[src/rtl/idct_config.svh]
// IDCT configuration macros
`ifndef IDCT_CONFIG_SVH
`define IDCT_CONFIG_SVH

// Frame geometry
`define FRAME_WIDTH 320

// SRAM regions, in 16-bit words
`define PRE_IDCT_BASE 76800
`define Y_BASE 0

// One coefficient per word, two pixels per word
`define COEF_ROW_STRIDE (`FRAME_WIDTH)
`define PIXEL_ROW_STRIDE (`FRAME_WIDTH / 2)

// On-chip block RAM
`define RAM_DEPTH 64

// Scaling after each pass
`define PASS1_SHIFT 8
`define PASS2_SHIFT 16

`endif
[src/rtl/idct_pkg.sv]
// IDCT shared types
package idct_pkg;

	typedef logic [17:0] sram_addr_t;
	typedef logic [15:0] sram_word_t;
	typedef logic signed [15:0] coef_t;
	typedef logic signed [12:0] cos_t;
	typedef logic signed [31:0] acc_t;
	typedef logic [5:0] ram_addr_t;
	typedef logic [7:0] pixel_t;
	typedef logic [5:0] block_pos_t;

	typedef enum logic [2:0] {
		PHASE_IDLE,
		PHASE_FETCH,
		PHASE_ROWS,
		PHASE_COLS,
		PHASE_WRITE,
		PHASE_DONE
	} idct_phase_t;

	// Scaled cosine for basis k at sample n
	function automatic cos_t cosine_value(input logic [2:0] k, input logic [2:0] n);
		logic [4:0] angle;
		logic [2:0] step;
		logic negative;
		cos_t magnitude;
		// Angle in units of pi/16, taken modulo 2*pi
		angle = 5'((2 * n + 1) * k);
		step = angle[3] ? 3'(4'd8 - {1'b0, angle[2:0]}) : angle[2:0];
		negative = angle[4] ^ angle[3];
		case (step)
			3'd0: magnitude = 13'sd1448;
			3'd1: magnitude = 13'sd2008;
			3'd2: magnitude = 13'sd1892;
			3'd3: magnitude = 13'sd1702;
			3'd4: magnitude = 13'sd1448;
			3'd5: magnitude = 13'sd1137;
			3'd6: magnitude = 13'sd783;
			default: magnitude = 13'sd399;
		endcase
		return negative ? -magnitude : magnitude;
	endfunction

endpackage

[src/rtl/idct_control.sv]
// IDCT phase controller
`timescale 1ns/10ps

module idct_control
	import idct_pkg::*;
(
	input logic Clock,
	input logic Resetn,
	input logic start_i,
	output logic fetch_go_o,
	input logic fetch_done_i,
	output logic rows_go_o,
	input logic rows_done_i,
	output logic cols_go_o,
	input logic cols_done_i,
	output logic write_go_o,
	input logic write_done_i,
	input sram_addr_t fetch_address_i,
	input sram_addr_t writer_address_i,
	input sram_word_t writer_data_i,
	input logic writer_we_i,
	output sram_addr_t sram_address_o,
	output sram_word_t sram_write_data_o,
	output logic sram_we_n_o,
	output logic done_o
);
	idct_phase_t phase;

	always_ff @(posedge Clock or negedge Resetn) begin
		if (!Resetn) begin
			phase <= PHASE_IDLE;
			fetch_go_o <= 1'b0;
			rows_go_o <= 1'b0;
			cols_go_o <= 1'b0;
			write_go_o <= 1'b0;
			done_o <= 1'b0;
		end else begin
			fetch_go_o <= 1'b0;
			rows_go_o <= 1'b0;
			cols_go_o <= 1'b0;
			write_go_o <= 1'b0;
			done_o <= 1'b0;
			case (phase)
				PHASE_IDLE: begin
					// Start is ignored anywhere else
					if (start_i) begin
						fetch_go_o <= 1'b1;
						phase <= PHASE_FETCH;
					end
				end
				PHASE_FETCH: begin
					if (fetch_done_i) begin
						rows_go_o <= 1'b1;
						phase <= PHASE_ROWS;
					end
				end
				PHASE_ROWS: begin
					if (rows_done_i) begin
						cols_go_o <= 1'b1;
						phase <= PHASE_COLS;
					end
				end
				PHASE_COLS: begin
					if (cols_done_i) begin
						write_go_o <= 1'b1;
						phase <= PHASE_WRITE;
					end
				end
				PHASE_WRITE: begin
					if (write_done_i) begin
						phase <= PHASE_DONE;
					end
				end
				PHASE_DONE: begin
					done_o <= 1'b1;
					phase <= PHASE_IDLE;
				end
				default: begin
					phase <= PHASE_IDLE;
				end
			endcase
		end
	end

	// SRAM port, owned by fetch or writer depending on phase
	always_ff @(posedge Clock or negedge Resetn) begin
		if (!Resetn) begin
			sram_address_o <= '0;
			sram_write_data_o <= '0;
			sram_we_n_o <= 1'b1;
		end else begin
			sram_we_n_o <= !(phase == PHASE_WRITE && writer_we_i);
			if (phase == PHASE_WRITE && writer_we_i) begin
				sram_address_o <= writer_address_i;
				sram_write_data_o <= writer_data_i;
			end else if (phase == PHASE_FETCH && !fetch_go_o) begin
				// Fetch address settles once the block position is latched
				sram_address_o <= fetch_address_i;
			end
		end
	end
endmodule

[config.mk]
export PLATFORM = sky130hd
export DESIGN_NAME = idct_control
export DESIGN_NICKNAME = d
export VERILOG_FILES = /design/src/rtl/idct_config.svh /design/src/rtl/idct_pkg.sv /design/src/rtl/idct_control.sv
export SDC_FILE = /design/constraint.sdc
export NUM_CORES = 1
export LEC_CHECK = 0
export BUFFER_PORTS_ARGS = -buffer_cell sky130_fd_sc_hd__clkbuf_2
export CELL_PAD_IN_SITES_DETAIL_PLACEMENT = 2
export CELL_PAD_IN_SITES_GLOBAL_PLACEMENT = 2
export CORE_ASPECT_RATIO = 2
export CORE_UTILIZATION = 30
export DETAILED_ROUTE_END_ITERATION = 10
export HOLD_SLACK_MARGIN = 0.15
export MAX_ROUTING_LAYER = met4
export PLACE_DENSITY = 0.93
export SYNTH_ARGS = -nofsm -noshare
export SYNTH_HDL_FRONTEND = slang
export SYNTH_SLANG_ARGS = --single-unit
[constraint.sdc]
create_clock -name Clock -period 3 [get_ports Clock]
set_clock_uncertainty 0.05 [all_clocks]
set_input_delay 0.45 -clock Clock [delete_from_list [all_inputs] [get_ports Clock]]
set_output_delay 0.45 -clock Clock [all_outputs]
set_load 0.02 [all_outputs]
Word-level counts from Yosys, hierarchy flattened
Cells that the tools add are included.
- equality and inequality tests: 10
- mux-type cells: 17
- reduce and logical (&&, ||, !) cells: 7
- operators by type and width (cell ; count):
    two-way mux 18 bit ; 2
    two-way mux 3 bit ; 5
    one-hot mux 3 bit (5 select lines) ; 1
    != test 2 bit, second input constant ; 5
    two-way mux 1 bit ; 9
    equality test 3 x 2 -> 1 bit, second input constant ; 2
    equality test 3 bit, second input constant ; 2
    AND reduction 5 bit ; 1
    equality test 3 x 1 -> 1 bit, second input constant ; 1
    zero test 3 bit ; 1
    logical AND 1 bit ; 2
    zero test 1 bit ; 2
    nonzero test 2 bit ; 1
- flip-flop bits (word level): 43
- output and inout bits: 40
- logic and storage cells: 43
- bits of input ports: 60

Logic depth before layout (Yosys ltp)
Gate-level depths: netlist (run 1).
- depth in word-level cells: 4
- depth in mapped cells: 5
- depth with buffers taken out: 3

Worst setup path before layout (run 1)
No wires, ideal clock.
- path type: reg2reg
- start: register fetch_go_o
- end: register sram_address_o[10]
- path buffers: 1
- arrival: 1606 ps
- stages on the path, launching flop included: 5
- setup time: 125 ps
- required time: 2825 ps
- path slack: 1219 ps
- period minus slack after synthesis: 1781 ps
- cells stage by stage: dfrtp_1 or3b_1 a21oi_4 buf_6 mux2_4
- cells in the longest elaborated chain, start to end: 3
- ends and longest elaborated chain (element ; RTL line ; source):
    start: declaration ; idct_control.sv:10 ; output logic fetch_go_o,
    start signal: assignment ; idct_control.sv:32 ; fetch_go_o <= 1'b0;
    start signal: assignment ; idct_control.sv:38 ; fetch_go_o <= 1'b0;
    start signal: assignment ; idct_control.sv:47 ; fetch_go_o <= 1'b1;
    zero test 1 bit ; idct_control.sv:96 ; end else if (phase == PHASE_FETCH && !fetch_go_o) begin
    logical AND 1 bit ; idct_control.sv:96 ;
    nonzero test 2 bit (no line) ; -- ;
    end signal: assignment ; idct_control.sv:94 ; sram_address_o <= writer_address_i;
    end signal: assignment ; idct_control.sv:98 ; sram_address_o <= fetch_address_i;
    end: declaration ; idct_control.sv:22 ; output sram_addr_t sram_address_o,
No other way between the ends.
A chain may end at the register's enable or synchronous reset.

Worst setup path after layout (run 1)
- start: register phase[0]
- end: register sram_address_o[0]
- cells in the longest elaborated chain, start to end: 3
- elaborated cells between the ends (all ways): 6
- classes of those cells: eq/ne (2); mux (1); reduce/logical (3)
- ends and longest elaborated chain (element ; RTL line ; source):
    start: declaration ; idct_control.sv:27 ; idct_phase_t phase;
    start signal: assignment ; idct_control.sv:31 ; phase <= PHASE_IDLE;
    start signal: assignment ; idct_control.sv:48 ; phase <= PHASE_FETCH;
    start signal: assignment ; idct_control.sv:54 ; phase <= PHASE_ROWS;
    equality test 3 bit or equality test 3 x 1 -> 1 bit (tied branches) ; idct_control.sv:93, idct_control.sv:96 ;
    logical AND 1 bit, on equally long branches ; idct_control.sv:93, idct_control.sv:96 ;
    two-way mux 18 bit or nonzero test 2 bit (tied branches) ; -- ;
Parallel ways exist; a longest one is shown, timed or not.

==> run_results.csv, run 1 <==
group,metric,value,unit
yosys,synth-edff-count,0,
grt,grt_antenna_before_repair,0,
layout,post_route_cells_drive_above_1_share,72.25,%
sta,rel_slew_slack,25.84,%
grt,first_global_vias,1666,
clocking,worstSkewPairLatency,0.28,ns
layout,layout.core_utilization,43.28,%
clocking,clk_pin_slew,0.06,ns
critical_path,path_class,"reg -> reg",
sta,worst_hold_slack,0.3201,ns
floorplan,die_extent_in_y,115.0,um
yosys,synth_cell_types,22,
place,dpl-instance-area,2482,um2
power_and_ir_drop,worst_ir_drop_vdd,444.8,uV
sta,setup_total_negative_slack,0,ns
sta,fmax,0.4561,GHz
layout,finalNonFillerCells,311,
hold_path,min-delay-path-class,"in -> async",
place,detailedPlace.worstSlack,0.7860,ns
sta,transition_time_at_the_pin_with_the_least_slew_margin,1.112,ns
power_and_ir_drop,power-per-cell-area,1097,nW/um2
yosys,yosys_warnings,0,
layout,highest_count_cells_in_the_layout_ignoring_fill_and_taps,"clkbuf_2 (99), mux2_2 (43), dfrtp_1 (42), mux2_4 (10), clkbuf_16 (5)",
yosys,synth_top_cell_by_area,"dfrtp_1",
layout,seq_area,1077,um2
critical_path,path_max_fanout,18,
power_and_ir_drop,seq_power_share,36.3,%
clocking,cts_buffers,5,
yosys,syn-mean-instance-area,15.08,um2
layout,multi_input_area,793.3,um2
yosys,async_flop_share,100.0,%
grt,grt_max_degree,44,
floorplan,rows,40,
layout,insertedDiodeCount,0,
yosys,seq_area_frac_synth,56.24,%
sta,final-hold-violation-count,0,
layout,area.growth.synth_to_final,37.95,%
clocking,post_cts_resized,0,
grt,grt_first_pass_wirelength,7962,um
critical_path,endpoint_kind,"flip-flop",
floorplan,design.core.area,6106,um2
route,final_antenna_net_count,0,
power_and_ir_drop,intPower,1.818,mW
place,place.gp.congestion,0.6817,
sta,timing.final.ws_setup,0.8077,ns
sta,post-route-period-util,73.08,%
floorplan,floorplan.die.width,58.51,um
route,routed_wirelength,5145,um
clocking,clk_path_buf_depth,2,
clocking,tritoncts_clock_tree,"built",
place,place.port_buffers,99,
clocking,htree_num_levels,2,
clocking,clock_sinks,43,
yosys,synth.cell_area,1916,um2
outcome,outcome,"finished clean",
place,post-dp-hpwl,3946,um
layout,fillers,654,
sta,rsz0062_at_grt,"no",
route,first_pass_iters,3,
power_and_ir_drop,power_consumption,2.898,mW
clocking,postCtsSetupBuffers,0,
place,placed_cells,303,
grt,gr-total-overflow,0,
layout,nets,286,
route,detail_route.iter0.violations,22,
route,remaining_drc_errors,0,
power_and_ir_drop,cellLeakagePower,1.333,nW
layout,final_design_area_no_fill,2643,um2
yosys,post_synth_main_area_contributors,"dfrtp_1 (55%), mux2_2 (25%), mux2_4 (7.8%)",
yosys,post_synthesis_cells,127,
route,avgViaCountPerCell,4.553,
sta,setup_viol_count_final,0,
critical_path,critPathLaunchType,"flip-flop",
floorplan,boundaryPins,100,
sta,number_of_max_slew_violations_in_the_final_report,0,
clocking,clock_tree_root_buffer_cell,"clkbuf_16",
route,detailroute.via_count,1416,
floorplan,initial_core_util,31.37,%
critical_path,worst-endpoint-required,3.11,ns
sta,final_min_period,2.192,ns
power_and_ir_drop,clkPwrFrac,19.6,%
critical_path,critPathArrivalTime,2.31,ns
yosys,synth_nets,187,
clocking,holdBufCountCts,0,
yosys,synth.top_cell.area_share,54.87,%
power_and_ir_drop,power.switching,1.080,mW
power_and_ir_drop,power.switching_fraction,37.25,%
layout,most_common_library_cell_in_the_layout_ignoring_fill_and_taps,"clkbuf_2",
critical_path,reg2reg_slack,0.81,ns
yosys,synth-seq-cells,43,
route,drt-wirelength-per-cell,16.54,um
grt,grtUsageTotal,16.78,%
floorplan,die-area,6728,um2
yosys,ys.flop_type,"dfrtp_1",
power_and_ir_drop,combinationalPowerShare,44.1,%
run,maxCapViolations,0,
## worst paths after layout
path,startpoint,to,depth (start not counted)
worst max-delay path,phase[0]$_DFFE_PN0P_,sram_address_o[0]$_DFFE_PN0P_,3
worst min-delay path,Resetn,sram_address_o[9]$_DFFE_PN0P_,1
worst max register to register,phase[0]$_DFFE_PN0P_,sram_address_o[0]$_DFFE_PN0P_,3
worst min register to register,sram_write_data_o[13]$_DFFE_PN0P_,sram_write_data_o[13]$_DFFE_PN0P_,1
max in group asynchronous,Resetn,done_o$_DFF_PN0_,1
min in group Clock,writer_data_i[3],sram_write_data_o[3]$_DFFE_PN0P_,2
## registers in the layout, indices dropped and copies added (netlist names)
signal             flops
cols_go_o              1
done_o                 1
fetch_go_o             1
phase                  3
rows_go_o              1
sram_address_o        18
sram_we_n_o            1
sram_write_data_o     16
write_go_o             1
## worst max-delay path: stages (launching register included)
cell     delay [ns]
dfrtp_1        0.57
or3b_1         0.43
a21oi_4        0.61
mux2_2         0.41
## synth_stat cells, drive strengths merged (2+ instances only)
library cell   n
nand2          3
buf            7
a21oi          4
nand3b         3
dfrtp         42
nor3           2
nor2           3
mux2          53
## layer usage
| metal | global-route usage (%) | wire length [um] |
|---|---|---|
| met5 | - | 0 |
| met4 | 6.349 | 102 |
| met3 | 4.499 | 317 |
| met2 | 31.72 | 3058 |
| met1 | 15.32 | 1666 |
## final cells by class
| cell class | instances | share of cell area (%) |
|---|---|---|
| Clock buffer | 7 | 5.777 |
| Clock inverter | 1 | 0.2841 |
| Inverter | 1 | 0.1420 |
| Multi-Input combinational cell | 75 | 30.02 |
| Sequential cell | 43 | 40.77 |
| Tap cell | 84 | 3.977 |
| Timing Repair Buffer | 100 | 19.03 |
## power by group through the flow
| stage | registers (mW) | clock network (mW) | logic [mW] |
|---|---|---|---|
| final | 1.05 | 0.568 | 1.28 |
| after global routing | 1.09 | 0.617 | 1.36 |
| after CTS | 1.06 | 0.595 | 1.31 |
| after detailed placement | 1.07 | 0 | 1.30 |
| after global placement | 1.04 | 0 | 1.25 |
| after floorplan | 1.31 | 0 | 0.627 |
## cell families after synthesis
logic type | count (synthesis) | share of synthesized area [%]
multiplexers | 53 | 33.12
flip-flops | 43 | 56.24
AND/OR/NAND/NOR | 16 | 5.030
buffers and inverters | 9 | 3.134
AO/OA/AOI/OAI | 6 | 2.482
Power figures use the tool's default switching activity.
==> run 2: changes to the inputs <==
- CORE_UTILIZATION: 30 -> 25
- PLACE_DENSITY: 0.93 -> 0.84
- clock period: 3 -> 2 ns (I/O delays scaled with it)
==> run 2 against run 1 <==
Flip-flop and latch count unchanged. Utilization decreased by 5.7 points. Largest power group unchanged. Total power increased by 57%. Fmax increased by 19%. Clock power increased by 62%. Cell count increased by 5.1%. Largest cell class unchanged. Worst hold slack got worse by 0.12 ns.
==> run_results.csv, run 2 (synthesis results as in run 1) <==
group,metric,value,unit
grt,grtUsageTotal,14.15,%
floorplan,boundaryPins,100,
place,post-dp-hpwl,4121,um
clocking,tritoncts_clock_tree,"built",
sta,setup_total_negative_slack,0,ns
grt,grt_first_pass_wirelength,8390,um
layout,finalNonFillerCells,327,
critical_path,worst-endpoint-required,2.11,ns
route,avgViaCountPerCell,4.462,
sta,final_min_period,1.849,ns
layout,nets,294,
power_and_ir_drop,power.switching,1.652,mW
grt,grt_antenna_before_repair,0,
power_and_ir_drop,clkPwrFrac,20.3,%
route,final_antenna_net_count,0,
clocking,holdBufCountCts,1,
sta,final-hold-violation-count,0,
sta,rel_slew_slack,62.58,%
sta,timing.final.ws_setup,0.1509,ns
sta,fmax,0.5408,GHz
power_and_ir_drop,seq_power_share,33.4,%
hold_path,min-delay-path-class,"in -> reg",
run,maxCapViolations,0,
sta,number_of_max_slew_violations_in_the_final_report,0,
route,detailroute.via_count,1459,
sta,setup_viol_count_final,0,
grt,gr-total-overflow,0,
layout,largestRegisters,"sram_address_o: 18 flops, sram_write_data_o: 16 flops, phase: 3 flops",
grt,first_global_vias,1716,
layout,highest_count_cells_in_the_layout_ignoring_fill_and_taps,"clkbuf_2 (99), mux2_2 (43), dfrtp_1 (42), mux2_4 (10), buf_4 (6)",
sta,transition_time_at_the_pin_with_the_least_slew_margin,0.5613,ns
layout,post_route_cells_drive_above_1_share,72.77,%
floorplan,die-area,8037,um2
critical_path,critPathLaunchType,"flip-flop",
floorplan,die_extent_in_y,125.8,um
clocking,htree_num_levels,2,
route,drt-wirelength-per-cell,15.63,um
critical_path,path_class,"reg -> reg",
grt,grt_max_degree,44,
layout,most_common_library_cell_in_the_layout_ignoring_fill_and_taps,"clkbuf_2",
clocking,clock_tree_root_buffer_cell,"clkbuf_16",
route,routed_wirelength,5112,um
clocking,postCtsSetupBuffers,0,
critical_path,path_max_fanout,20,
floorplan,design.core.area,7322,um2
power_and_ir_drop,worst_ir_drop_vdd,652.4,uV
power_and_ir_drop,power.switching_fraction,36.39,%
layout,fillers,792,
route,detail_route.iter0.violations,26,
place,place.gp.congestion,0.6743,
place,place.port_buffers,99,
floorplan,initial_core_util,26.16,%
route,remaining_drc_errors,0,
layout,insertedDiodeCount,0,
power_and_ir_drop,power_consumption,4.539,mW
power_and_ir_drop,cellLeakagePower,1.387,nW
layout,number_of_flip_flops_under_the_largest_register_name,18,
layout,area.growth.synth_to_final,43.50,%
power_and_ir_drop,intPower,2.887,mW
place,detailedPlace.worstSlack,0.1447,ns
floorplan,floorplan.die.width,63.90,um
floorplan,rows,44,
clocking,cts_buffers,5,
layout,regMostFlops,"sram_address_o",
clocking,clock_sinks,43,
critical_path,critPathArrivalTime,1.96,ns
power_and_ir_drop,combinationalPowerShare,46.3,%
route,first_pass_iters,2,
clocking,worstSkewPairLatency,0.28,ns
clocking,clk_pin_slew,0.06,ns
clocking,post_cts_resized,0,
sta,post-route-period-util,92.45,%
outcome,outcome,"finished clean",
place,placed_cells,318,
power_and_ir_drop,power-per-cell-area,1651,nW/um2
clocking,clk_path_buf_depth,2,
sta,rsz0062_at_grt,"no",
critical_path,endpoint_kind,"flip-flop",
## run 2: routing by layer
layer | vias to the layer above | GRT usage (%) | share of wire, %
li1 | 663 | - | -
met1 | 729 | 12.74 | 34
met2 | 62 | 27.47 | 60
met3 | 5 | 3.351 | 5.2
met4 | 0 | 4.947 | 1.4
met5 | - | - | 0
## run 2: final cells by class
| class | count | area [um2] | share of cell area, % |
|---|---|---|---|
| multi-input cells | 75 | 793.3 | 28.86 |
| flip-flops and latches | 43 | 1077 | 39.19 |
| well taps | 92 | 115.1 | 4.188 |
| repair buffers | 108 | 590.6 | 21.48 |
| clock buffers | 5 | 125.1 | 4.552 |
| inverters | 1 | 3.754 | 0.1365 |
| clock inverters | 3 | 43.79 | 1.593 |
## run 2: worst max-delay path, stage by stage, from the launching register on
cell	delay, ns
dfrtp_1	0.43
nor4bb_4	0.42
buf_12	0.22
mux2_2	0.36
mux2_4	0.26
## run 2: worst paths after layout
path,start,endpoint,slack (ns),cells past startpoint
worst max-delay path,phase[0]$_DFFE_PN0P_,sram_address_o[13]$_DFFE_PN0P_,0.15,4
worst min-delay path,writer_data_i[5],sram_write_data_o[5]$_DFFE_PN0P_,0.20,2
worst max register to register,phase[0]$_DFFE_PN0P_,sram_address_o[13]$_DFFE_PN0P_,0.15,4
worst min register to register,sram_address_o[7]$_DFFE_PN0P_,sram_address_o[7]$_DFFE_PN0P_,0.46,1
max in group asynchronous,Resetn,sram_we_n_o$_DFF_PN1_,0.93,3
min in group asynchronous,Resetn,sram_address_o[3]$_DFFE_PN0P_,0.59,3
## run 2: power groups by stage
stage	logic [mW]	clock network, mW	registers [mW]
after floorplan	0.940	0	1.96
after global placement	2.08	0	1.51
after detailed placement	2.14	0	1.54
after CTS	2.15	0.961	1.53
after global routing	2.24	0.992	1.57
final	2.10	0.919	1.52
## run 2: through the flow
stage	util, %	hold WS (ns)	cell area, um2
6_report	37.54	0.2006	2749
5_1_grt	37.54	0.1928	2749
4_1_cts	37.54	0.1939	2749
3_5_place_dp	35.10	0.3735	2570
3_3_place_gp	35.10	0.3616	2570
2_1_floorplan	-	-0.04559	1916
